File: src/fb_defs.svh
// Frame buffer read side shared widths, burst limits and back buffer thresholds
`ifndef FB_DEFS_SVH
`define FB_DEFS_SVH

// --------------------
// Frame pointer and configuration widths
// --------------------
`define FB_PTR_W         3   // Up to eight frames
`define FB_SIZE_W        23  // Frame size in 32-bit words
`define FB_WADDR_W       17  // Writer address width

// --------------------
// Memory port
// --------------------
`define FB_BADDR_W       30  // Byte address into DDR
`define FB_BL_MAX        32  // Largest burst in words

// Byte distance between frame bases, one fixed stride
`define FB_FRAME_STRIDE  (30'd1 << 24)

// --------------------
// Back buffer
// --------------------
`define FB_FIFO_AW       8   // 256 entries
`define FB_FIFO_PF       180 // Stops new bursts here
`define FB_FIFO_PE       6   // Prog empty for the video side

// Headroom between PF and depth must hold all outstanding burst data

// --------------------
// Clock crossing
// --------------------
`define FB_SYNC_STAGES   2   // Flops per synchronizer chain

`endif

File: src/fb_cfg_pkg.sv
// Frame configuration and frame pointer types for the read side
`include "fb_defs.svh"

package fb_cfg_pkg;

	// Frame pointer into the DDR frame ring
	typedef logic [`FB_PTR_W-1:0] fb_ptr_t;

	// Video-side frame configuration, 27 bits
	typedef struct packed {
		logic                  en;    // Read enable
		logic [`FB_PTR_W-1:0]  depth; // Frames minus one
		logic [`FB_SIZE_W-1:0] size;  // Words per frame
	} fb_cfg_t;

endpackage

File: src/fb_rd_cfg.sv
// Brings the video-side frame settings into the memory clock, latched at frame start
`timescale 1ns/1ps
`include "fb_defs.svh"

module fb_rd_cfg import fb_cfg_pkg::*; (
	input  logic    clk,
	input  logic    i_arst_n,
	input  fb_cfg_t i_cfg,         // Video clock domain
	input  logic    i_frame_start, // One pulse per frame
	output fb_cfg_t o_cfg
);

	// --------------------
	// Synchronizer chain
	// --------------------
	fb_cfg_t sync_q [`FB_SYNC_STAGES]; // Stage 0 samples the async bus
	fb_cfg_t cfg_sync;

	always_ff @(posedge clk or negedge i_arst_n) begin
		if (!i_arst_n) begin
			for (int i = 0; i < `FB_SYNC_STAGES; i++) begin
				sync_q[i] <= '0;
			end
		end else begin
			sync_q[0] <= i_cfg; // Per bit, values are held steady by the video side
			for (int i = 1; i < `FB_SYNC_STAGES; i++) begin
				sync_q[i] <= sync_q[i-1];
			end
		end
	end

	assign cfg_sync = sync_q[`FB_SYNC_STAGES-1];

	// --------------------
	// Shadow copy
	// --------------------
	// Depth and size only move at a frame boundary
	always_ff @(posedge clk or negedge i_arst_n) begin
		if (!i_arst_n) begin
			o_cfg <= '0;
		end else begin
			o_cfg.en <= cfg_sync.en; // Disable acts at once
			if (i_frame_start) begin
				o_cfg.depth <= cfg_sync.depth;
				o_cfg.size  <= cfg_sync.size;
			end
		end
	end

endmodule

File: config.mk
export PLATFORM = sky130hd
export DESIGN_NAME = fb_rd_cfg
export DESIGN_NICKNAME = d
export VERILOG_FILES = /design/src/fb_cfg_pkg.sv /design/src/fb_rd_cfg.sv
export VERILOG_INCLUDE_DIRS = /design/src
export SDC_FILE = /design/constraint.sdc
export NUM_CORES = 1
export LEC_CHECK = 0
export BUFFER_PORTS_ARGS = -buffer_cell sky130_fd_sc_hd__buf_2
export CAP_MARGIN = 10
export CORE_UTILIZATION = 51
export CTS_CLUSTER_DIAMETER = 50
export DETAILED_ROUTE_END_ITERATION = 7
export GPL_TIMING_DRIVEN = 0
export PLACE_DENSITY = 0.76
export RECOVER_POWER = 50
export SETUP_SLACK_MARGIN = 0.4
export SYNTH_ARGS = -nofsm -noshare
export SYNTH_HDL_FRONTEND = slang
export SYNTH_SLANG_ARGS = --single-unit
File: constraint.sdc
create_clock -name clk -period 1 [get_ports clk]
set_clock_uncertainty 0.05 [all_clocks]
set_input_delay 0.05 -clock clk [delete_from_list [all_inputs] [get_ports clk]]
set_output_delay 0.05 -clock clk [all_outputs]
set_load 0.01 [all_outputs]
==> reports/qor.csv <==
metric,value,unit
Stages on worst setup path,1,
Mapped Area,0.002446,mm²
Layout Cells excl Fill,276,
Post-Place Setup Slack,53.04,ps
met2 GRT Util,29.52,%
Sink Count,81,
"Net Count, Synth",140,
post-DP HPWL,2.308,mm
Worst path max stage delay,400,ps
Vias,1246,
CORE AREA,0.004474,mm²
DR iter-0 viols,23,
crit start category,register,
Crit. End Element,primary output,
Std-Cell Rows,24,
drc violations,2,
DP Cell Count,217,
maximum clock frequency,1.005,GHz
count of cell types in the netlist,5,
diode count,0,
htree depth,3,
P per Cell Area,1997,mW/mm²
Critical-path top delay cell,dfrtp_1,
syn_area_per_cell,22.24,µm²
Post-CTS Hold Fix Bufs,27,
setup violators final,0,
Top Usage Layer GRT,met2,
met1 usage,18.07,%
Tcrit/Tclk final,99.51,%
sequential cell area fraction in the yosys report,82.86,%
fraction of layout cells with a size suffix above 1,51.79,%
Worst Path Arrival,900,ps
final global-route overflow total,0,
met3 Use GR,7.876,%
yosys warns,0,
setup_tns,0,ps
FILL cells,270,
I/O Buffers,55,
Bufs and invs on worst path,1,
maximum fanout along the worst path,2,
reported leakage power,1.696,nW
final wirelength,3.959,mm
status,"finished, violations left",
CTS tree,done,
"Min Clock Period, post-route",995.1,ps
initial antenna violation count,0,
Max Cap Viol,0,
Final WS setup,4.912,ps
Max VDD drop,1512,µV
global-route wire length before repair,6.106,mm
Final Wtd Congestion,0.6829,
Slew Limit Fails,0,
Crit path max-delay family,flip-flops,
reg2reg start,o_cfg[22]$_DFFE_PN0P_,
final hold violations,87,
Area Growth Syn to Fin,40.92,%
measured slew at the worst slew-check pin,1031,ps
Slew headroom,31.27,%
Yosys reg bits,81,
chip width,71.26,µm
Mapped Cells,110,
Clock Pin Slew Worst Setup and Hold Paths,80,ps
largest net degree at the start of global routing,82,
Num CTS Buffers,9,
Antenna Nets Post-Route,0,
data required time of the worst path,900,ps
Min Hold Slack,-141.7,ps
routed vias/inst,4.514,
Routed WL per cell,14.34,µm
CP Cell Sequence,buf_2,
clock latency on the worst-skew pair,340,ps
die height,71.26,µm
NumNets Final,249,
R2R depth,2,
TritonRoute pass-1 iters,5,
area of the multi-input gates,371.6,µm²
Total GRT Usage,17.12,%
Seq. cell area,0.002027,mm²
clock root buffer,clkbuf_8,
full die area,0.005077,mm²
Hold Path Class,input port to async pin,
crit path from,o_cfg[17]$_DFFE_PN0P_,
initial core utilization,54.67,%
RSZ-0062 raised after global routing,yes,
maximum root-to-sink buffer count,2,
Crit Path Class,register to primary output,
vias in the first global route,1341,
failing checks,"design-rule violations, negative hold slack",
boundary pin count,57,
==> per-layer routing <==
metal / vias to the layer above / share of wire (%)
met3: 6 / 4.5
met5: - / 0
met2: 36 / 56
li1: 577 / -
met1: 627 / 38
met4: 0 / 1.2
==> report_power, final <==
| part | total, mW | internal, mW | leakage (nW) | switching (mW) |
|---|---|---|---|---|
| Sequential | 3.58 | 3.49 | 0.945 | 0.0923 |
| Combinational | 0.705 | 0.439 | 0.636 | 0.266 |
| Clock | 2.60 | 1.53 | 0.115 | 1.06 |
==> state kept, by name, summed over array words and instances, names as in the netlist <==
| signal | cells |
|---|---|
| o_cfg | 27 |
| cfg_sync | 27 |
| sync_q | 27 |
==> final cells by class <==
class	count	share of cell area (%)
Clock buffer	11	4.392
Buffer	3	1.488
Timing Repair Buffer	98	20.40
Multi-Input combinational cell	26	10.78
Sequential cell	81	58.80
Tap cell	52	1.887
Clock inverter	5	2.250
==> synth_stat cells <==
master	instances	area share, %
dfrtp_1	81	83
mux2_2	6	2.8
mux2_4	20	12
buf_6	1	0.46
buf_12	2	1.6
==> worst paths after layout <==
path	to	slack (ps)
setup / recovery	o_cfg[17]	5
hold / removal	sync_q[38]$_DFF_PN0_	-140
setup reg to reg	o_cfg[22]$_DFFE_PN0P_	40
hold reg to reg	cfg_sync[8]$_DFF_PN0_	290
max in group asynchronous	sync_q[39]$_DFF_PN0_	390
min in group clk	o_cfg[1]$_DFFE_PN0P_	-20
==> stage by stage <==
step	instance area (µm²)	power (mW)	utilization [%]
2_1_floorplan	2446	3.879	-
3_3_place_gp	2786	4.113	62.28
3_5_place_dp	2789	4.152	62.33
4_1_cts	3386	6.929	75.67
5_1_grt	3447	7.169	77.04
6_report	3447	6.884	77.04
==> layout by cell type (no fill, tap or decap), drive strengths merged <==
master	instances
clkbuf	12
buf	73
clkinv	2
mux2	26
bufinv	2
dfrtp	81
dlygate4sd3	27
clkinvlp	1
==> cell families after synthesis <==
logic type | count (synthesis) | synth area share (%)
buffers and inverters | 3 | 2.097
muxes | 26 | 15.04
DFF | 81 | 82.86
==> repair_timing <==
action / in CTS / in global routing
gates cloned: 0 / 0
buffers inserted: 12 / 4
setup endpoints to repair: 53 / 134
hold endpoints to repair: 114 / 87
gates resized for setup: 2 / 8
(Power assumes the default switching activity.)
