## src/fb_defs.svh

```systemverilog
// Frame buffer read side shared widths, burst limits and back buffer thresholds
`ifndef FB_DEFS_SVH
`define FB_DEFS_SVH

// --------------------
// Frame pointer and configuration widths
// --------------------
`define FB_PTR_W         3   // Up to eight frames
`define FB_SIZE_W        23  // Frame size in 32-bit words
`define FB_WADDR_W       17  // Writer address width

// --------------------
// Memory port
// --------------------
`define FB_BADDR_W       30  // Byte address into DDR
`define FB_BL_MAX        32  // Largest burst in words

// Byte distance between frame bases, one fixed stride
`define FB_FRAME_STRIDE  (30'd1 << 24)

// --------------------
// Back buffer
// --------------------
`define FB_FIFO_AW       8   // 256 entries
`define FB_FIFO_PF       180 // Stops new bursts here
`define FB_FIFO_PE       6   // Prog empty for the video side

// Headroom between PF and depth must hold all outstanding burst data

// --------------------
// Clock crossing
// --------------------
`define FB_SYNC_STAGES   2   // Flops per synchronizer chain

`endif

```

## src/fb_cfg_pkg.sv

```systemverilog
// Frame configuration and frame pointer types for the read side
`include "fb_defs.svh"

package fb_cfg_pkg;

	// Frame pointer into the DDR frame ring
	typedef logic [`FB_PTR_W-1:0] fb_ptr_t;

	// Video-side frame configuration, 27 bits
	typedef struct packed {
		logic                  en;    // Read enable
		logic [`FB_PTR_W-1:0]  depth; // Frames minus one
		logic [`FB_SIZE_W-1:0] size;  // Words per frame
	} fb_cfg_t;

endpackage

```

## src/fb_mem_pkg.sv

```systemverilog
// Memory controller command, read FIFO status and image word types
`include "fb_defs.svh"

package fb_mem_pkg;

	// Command opcodes of the memory controller port
	localparam logic [2:0] MEM_INSTR_RD = 3'd1;

	// --------------------
	// Command port
	// --------------------
	typedef struct packed {
		logic [2:0]             instr;     // 1 is read
		logic [5:0]             bl;        // Burst length minus one
		logic [`FB_BADDR_W-1:0] byte_addr;
	} mem_cmd_t;

	// --------------------
	// Read data FIFO levels
	// --------------------
	typedef struct packed {
		logic empty;
		logic full;
	} mem_rd_stat_t;

	// --------------------
	// Back buffer payload
	// --------------------
	typedef struct packed {
		logic        last; // Final word of the frame
		logic [31:0] data;
	} img_word_t;

endpackage

```

## src/fb_rd_ctrl.sv

```systemverilog
// Read controller: frame pointer pick, writer handshake, burst issue and data move
`timescale 1ns/1ps
`include "fb_defs.svh"

module fb_rd_ctrl import fb_cfg_pkg::*, fb_mem_pkg::*; (
	input  logic         clk,
	input  logic         i_arst_n,
	input  fb_cfg_t      i_cfg,          // Shadowed frame settings
	output logic         o_frame_start,  // Latches a new config
	output fb_ptr_t      o_rd_ptr,
	output logic         o_rd_req,       // Held until ack
	input  logic         i_rd_ack,
	output logic         o_reading,
	input  fb_ptr_t      i_wr_frame_ptr,
	input  logic         i_writing,
	input  logic         i_calib_done,
	output logic         o_cmd_en,       // One-cycle pulse
	output mem_cmd_t     o_cmd,
	input  logic         i_cmd_full,
	output logic         o_mem_rd_en,    // Pops the memory read FIFO
	input  logic [31:0]  i_mem_rd_data,  // Show-ahead data
	input  mem_rd_stat_t i_mem_rd_stat,
	output logic         o_buf_rst,      // Back buffer reset, 4 cycles
	output logic         o_buf_wr,
	output img_word_t    o_buf_din,
	input  logic         i_buf_pf
);

	typedef enum logic [1:0] {
		st_idle,
		st_request,
		st_issue,
		st_drain   // All bursts out, data still coming
	} state_t;

	state_t                 state;
	logic [`FB_SIZE_W-1:0]  cmd_cnt;  // Words commanded
	logic [`FB_SIZE_W-1:0]  xfer_cnt; // Words moved to back buffer
	logic [`FB_SIZE_W-1:0]  remain;
	logic [`FB_SIZE_W-1:0]  burst;
	logic [5:0]             burst_bl;
	logic [`FB_BADDR_W-1:0] frame_base;
	logic [`FB_BADDR_W-1:0] word_offset;
	fb_ptr_t                ptr_pick;
	logic                   en_d;
	logic                   en_fall;
	logic [1:0]             rst_cnt;
	logic                   cmd_ok;
	logic                   pop_img;
	logic                   flush;
	logic                   last_pop;

	// --------------------
	// Frame pointer choice
	// --------------------
	always_comb begin
		if (i_writing) begin
			// Writer busy, take the frame before it
			if (i_wr_frame_ptr == '0) begin
				ptr_pick = i_cfg.depth; // Wrap to the top frame
			end else begin
				ptr_pick = i_wr_frame_ptr - 1'b1;
			end
		end else begin
			ptr_pick = i_wr_frame_ptr;
		end
	end

	// --------------------
	// Burst sizing and address
	// --------------------
	assign remain      = i_cfg.size - cmd_cnt;
	assign burst       = (remain > `FB_BL_MAX) ? `FB_SIZE_W'(`FB_BL_MAX) : remain;
	assign burst_bl    = burst[5:0] - 6'd1;          // 32 wraps to 31
	assign frame_base  = o_rd_ptr * `FB_FRAME_STRIDE;
	assign word_offset = {{(`FB_BADDR_W-`FB_SIZE_W-2){1'b0}}, cmd_cnt, 2'b00};

	assign cmd_ok = (state == st_issue) && (cmd_cnt < i_cfg.size) && !i_cmd_full
		&& !i_buf_pf && i_calib_done && !o_cmd_en; // Keep pulses apart

	// --------------------
	// Memory read FIFO pop
	// --------------------
	assign pop_img  = ((state == st_issue) || (state == st_drain))
		&& (xfer_cnt != i_cfg.size) && !i_mem_rd_stat.empty;
	assign flush    = (state == st_idle) && !i_cfg.en && !i_mem_rd_stat.empty; // Stale data
	assign last_pop = pop_img && (xfer_cnt == i_cfg.size - 1'b1);

	assign o_mem_rd_en   = pop_img || flush;
	assign o_frame_start = (state == st_idle) && i_cfg.en && !o_buf_rst;

	assign en_fall = en_d && !i_cfg.en;

	// --------------------
	// Control FSM
	// --------------------
	always_ff @(posedge clk or negedge i_arst_n) begin
		if (!i_arst_n) begin
			state     <= st_idle;
			o_rd_req  <= 1'b0;
			o_reading <= 1'b0;
			o_rd_ptr  <= '0;
			o_cmd_en  <= 1'b0;
			o_buf_wr  <= 1'b0;
			o_buf_rst <= 1'b0;
			cmd_cnt   <= '0;
			xfer_cnt  <= '0;
			en_d      <= 1'b0;
			rst_cnt   <= '0;
		end else begin
			en_d     <= i_cfg.en;
			o_cmd_en <= 1'b0;
			o_buf_wr <= pop_img;

			// Back buffer reset on enable fall
			if (en_fall) begin
				o_buf_rst <= 1'b1;
				rst_cnt   <= 2'd3;
			end else if (rst_cnt != 2'd0) begin
				rst_cnt <= rst_cnt - 2'd1;
			end else begin
				o_buf_rst <= 1'b0;
			end

			if (pop_img) xfer_cnt <= xfer_cnt + 1'b1;

			if (!i_cfg.en) begin
				state     <= st_idle; // Abort, buffer gets reset
				o_rd_req  <= 1'b0;
				o_reading <= 1'b0;
			end else begin
				case (state)
					st_idle: begin
						if (o_frame_start) begin
							state    <= st_request;
							o_rd_req <= 1'b1;
						end
					end
					st_request: begin
						if (i_rd_ack) begin
							o_rd_req  <= 1'b0;
							o_reading <= 1'b1;
							o_rd_ptr  <= ptr_pick;
							cmd_cnt   <= '0;
							xfer_cnt  <= '0;
							state     <= st_issue;
						end
					end
					st_issue: begin
						if (cmd_ok) begin
							o_cmd_en <= 1'b1;
							cmd_cnt  <= cmd_cnt + burst;
							if (cmd_cnt + burst == i_cfg.size) state <= st_drain;
						end
					end
					default: begin
						// Drain, finishes on the last buffer write
					end
				endcase

				if (o_buf_wr && o_buf_din.last) begin
					o_reading <= 1'b0; // Frame fully in back buffer
					state     <= st_idle;
				end
			end
		end
	end

	// --------------------
	// Payload registers
	// --------------------
	always_ff @(posedge clk) begin
		if (cmd_ok) begin
			o_cmd.instr     <= MEM_INSTR_RD;
			o_cmd.bl        <= burst_bl;
			o_cmd.byte_addr <= frame_base + word_offset;
		end
		o_buf_din.data <= i_mem_rd_data;
		o_buf_din.last <= last_pop; // Final word of frame
	end

endmodule

```

## config.mk

```make
export PLATFORM = sky130hd
export DESIGN_NAME = fb_rd_ctrl
export DESIGN_NICKNAME = d
export VERILOG_FILES = /design/src/fb_cfg_pkg.sv /design/src/fb_mem_pkg.sv /design/src/fb_rd_ctrl.sv
export VERILOG_INCLUDE_DIRS = /design/src
export SDC_FILE = /design/constraint.sdc
export NUM_CORES = 1
export LEC_CHECK = 0
export BUFFER_PORTS_ARGS = -buffer_cell sky130_fd_sc_hd__buf_2
export CAP_MARGIN = 20
export CORE_MARGIN = 2
export CORE_UTILIZATION = 50
export CTS_CLUSTER_DIAMETER = 200
export DETAILED_ROUTE_END_ITERATION = 6
export GPL_TIMING_DRIVEN = 0
export PLACE_DENSITY = 0.72
export SLEW_MARGIN = 20
export SYNTH_ARGS = -nofsm -noshare
export SYNTH_HDL_FRONTEND = slang
export SYNTH_SLANG_ARGS = --single-unit
```

## constraint.sdc

```tcl
create_clock -name clk -period 11.9 [get_ports clk]
set_input_delay 0.595 -clock clk [delete_from_list [all_inputs] [get_ports clk]]
set_output_delay 0.595 -clock clk [all_outputs]
set_load 0.03 [all_outputs]
```

==> results.sh <==
export IMPL_die_w_um=140
export IMPL_detail_route_first_pass_iterations=7
export IMPL_synth_cell_types=93
export IMPL_synthMuxAreaShare=0.00891
export IMPL_clkSlewWorstSetupHoldPaths_ns=0.07
export IMPL_dp_slack_ns=4.09
export IMPL_avgSynthCellArea_um2=8.66
export IMPL_post_route_min_period_ns=7.86
export IMPL_final_layout_size_suffix_gt1_frac=0.173
export IMPL_utilization=0.608
export IMPL_antennaDiodeCount=0
export IMPL_max_slew_margin=0.368
export IMPL_synth_xor_area_frac=0.110
export IMPL_cap_violations=0
export IMPL_start_kind="flip-flop"
export IMPL_place_area_um2=10400
export IMPL_synth_fa_ha_area_frac=0.0810
export IMPL_stdcell_area_um2=11000
export IMPL_finalSetupViolCount=0
export IMPL_insertion_delay_ns=0.44
export IMPL_synth_edff_count=32
export IMPL_crit_reg2reg_launch="cmd_cnt[4]$_DFFE_PN0P_"
export IMPL_yosysWarnings=0
export IMPL_rsz0062_at_grt="no"
export IMPL_worst_pin_slew_ns=0.945
export IMPL_dp_hpwl_um=21100
export IMPL_synth_ff_type="dfrtp_1"
export IMPL_antenna_found_initial=0
export IMPL_cts_buffers=17
export IMPL_synth_simple_area_share=0.203
export IMPL_hp_class="input pin to asynchronous set/reset pin"
export IMPL_synth_seq_area_share=0.334
export IMPL_finClkSkew_ns=0.0125
export IMPL_rows=49
export IMPL_die_y_um=140
export IMPL_antenna_left=0
export IMPL_wl_per_cell_um=17.9
export IMPL_route_detailed_drc=4
export IMPL_avgViaCountPerCell=5.90
export IMPL_die_area_um2=19600
export IMPL_finalSetupTns_ns=0
export IMPL_critPathArrivalTime_ns=8.16
export IMPL_fillers=1578
export IMPL_crit_fanout=10
export IMPL_finalMaxSlewViolations=0
export IMPL_area_growth_pct=18.7
export IMPL_power_density_nw_per_um2=183
export IMPL_start_util=0.513
export IMPL_layout_nets=1386
export IMPL_synth_seq_cells=124
export IMPL_async_reset_ff_frac=0.476
export IMPL_grt_pass1_vias=8476
export IMPL_p_total_w=0.00202
export IMPL_layout_commonest_cell="buf_2"
export IMPL_synth_compound_area_share=0.210
export IMPL_layout_common_cells="buf_2 (154), nand2_1 (92), nor2_1 (81)"
export IMPL_fmax_mhz=127
export IMPL_synth_top_family_by_area="compound AO/OA/AOI/OAI gates"
export IMPL_reg2reg_depth=22
export IMPL_drt_initial_drc_count=596
export IMPL_cts_root_buffer="clkbuf_16"
export IMPL_regToRegEndpoint="state[0]$_DFFE_PN0P_"
export IMPL_cts_hold_buf=0
export IMPL_cts_resized=0
export IMPL_status="finished, violations left"
export IMPL_globalplace_congestion=0.916
export IMPL_p_leak_nw=4.78
export IMPL_grt_max_degree=43
export IMPL_min_period_over_period=0.660
export IMPL_synthCells=1071
export IMPL_routed_wl_um=26800
export IMPL_grt_total_usage=0.278
export IMPL_irDropWorstVdd_v=0.000113
export IMPL_vias=8838
export IMPL_r2r_slack_ns=4.04
export IMPL_post_cts_setup_buffer_count=0
export IMPL_cts_tree="done"
export IMPL_finalHoldViolations=0
export IMPL_grt_first_pass_wirelength_um=43200
export IMPL_portBuffers=144
export IMPL_violations="DRC"
export IMPL_cts_htree_levels=4
export IMPL_coreArea_um2=18100
export IMPL_grt_overflow=0
export IMPL_clk_path_buf_depth=2
export IMPL_syn_area_um2=9270
export IMPL_clock_sinks=124
export IMPL_cp_end_kind="flip-flop"
export IMPL_cp_required_ns=12.20
export IMPL_pin_count=153
export IMPL_setup_ws_ns=4.04
export IMPL_path_class="flip-flop to flip-flop"
Yosys cell counts (15+ instances only):
| master | n | area [µm²] |
|---|---|---|
| dfrtp_1 | 59 | 1480 |
| dfxtp_1 | 33 | 661 |
| and2_1 | 15 | 93.8 |
| nor2_1 | 81 | 304 |
| xor2_1 | 46 | 403 |
| nand2_1 | 92 | 345 |
| nand3_1 | 33 | 165 |
| ha_1 | 56 | 701 |
| edfxtp_1 | 32 | 961 |
| xnor2_1 | 65 | 569 |
| a21o_1 | 29 | 218 |
| or3_1 | 17 | 106 |
| a21oi_1 | 60 | 300 |
| nor3_1 | 34 | 170 |
| nor4_1 | 20 | 125 |
| clkbuf_1 | 38 | 143 |
| o21ai_0 | 56 | 280 |
| and3_1 | 16 | 100 |
| nand4_1 | 23 | 144 |
| inv_1 | 56 | 210 |
worst max path at each step:
stage	start	endpoint	slack, ns	cells past startpoint
6_report	cmd_cnt[4]$_DFFE_PN0P_	state[0]$_DFFE_PN0P_	4.04	22
4_1_cts	cmd_cnt[4]$_DFFE_PN0P_	state[0]$_DFFE_PN0P_	4.15	23
5_1_grt	cmd_cnt[4]$_DFFE_PN0P_	state[0]$_DFFE_PN0P_	3.47	23
3_5_place_dp	i_cfg[0]	state[0]$_DFFE_PN0P_	4.09	25
3_3_place_gp	i_cfg[0]	state[0]$_DFFE_PN0P_	4.17	29
2_1_floorplan	i_cfg[0]	state[1]$_DFFE_PN0P_	5.53	28
stage by stage:
step	std cells	hold WS, ns
finish	1499	0.0409
global route	1499	0.0558
global placement	1465	0.439
detailed placement	1467	0.441
floorplan	1092	0.299
CTS	1499	0.0383
routing by layer:
metal / wire (µm) / track usage / up-vias
met3: 1690 / 0.0444 / 60
met1: 11500 / 0.363 / 4199
met5: 0 / 0 / -
met4: 775 / 0.109 / 0
met2: 12800 / 0.462 / 320
li1: - / - / 4259
power by group:
group	switching, W	internal [W]
Sequential	0.0000456	0.000494
Combinational	0.000605	0.000350
Clock	0.000220	0.000304
Total	0.000870	0.00115
worst max-delay path, cell delays in order (launching register included):
cell	delay [ns]
dfrtp_1	0.34
buf_4	0.18
clkinv_1	0.31
ha_1	0.58
o2111ai_2	0.31
a2111oi_4	0.54
o31a_1	0.22
o32ai_1	0.13
nor4b_4	0.55
nand2_1	0.27
nor4_1	0.64
ha_1	0.39
a21o_1	0.19
a21oi_1	0.48
nor4_1	0.13
a41oi_1	0.29
a21oi_2	0.12
o41ai_4	0.48
nor3_1	0.12
o32ai_1	0.84
xnor2_1	0.20
o31ai_1	0.31
nand3_1	0.11
sequential cells by signal, indices dropped and copies added, names as in the netlist:
signal / flops
o_cmd_en: 1
o_rd_req: 1
o_cmd: 32
o_reading: 1
en_d: 1
rst_cnt: 2
xfer_cnt: 23
cmd_cnt: 23
state: 2
o_buf_wr: 1
o_buf_din: 33
o_buf_rst: 1
o_rd_ptr: 3
cell families (layout without fill, tap and decap cells):
| family | Yosys count | count (layout) |
|---|---|---|
| AND/OR/NAND/NOR | 372 | 372 |
| AO/OA/AOI/OAI | 277 | 277 |
| flip-flops | 124 | 124 |
| buffers and inverters | 116 | 294 |
| XOR/XNOR | 113 | 113 |
| adder cells (fa/ha/maj) | 59 | 59 |
| multiplexers | 8 | 8 |
| other | 2 | 23 |
area by class of cell:
type / instances / area, µm² / share of cell area
sequential: 124 / 3100 / 0.282
tap: 229 / 287 / 0.0260
clock buffer: 19 / 454 / 0.0413
inverter: 58 / 218 / 0.0198
timing repair buffer: 146 / 778 / 0.0707
buffer: 58 / 269 / 0.0244
clock inverter: 13 / 128 / 0.0116
multi-input combinational: 852 / 5770 / 0.525
(Power assumes the default switching activity.)
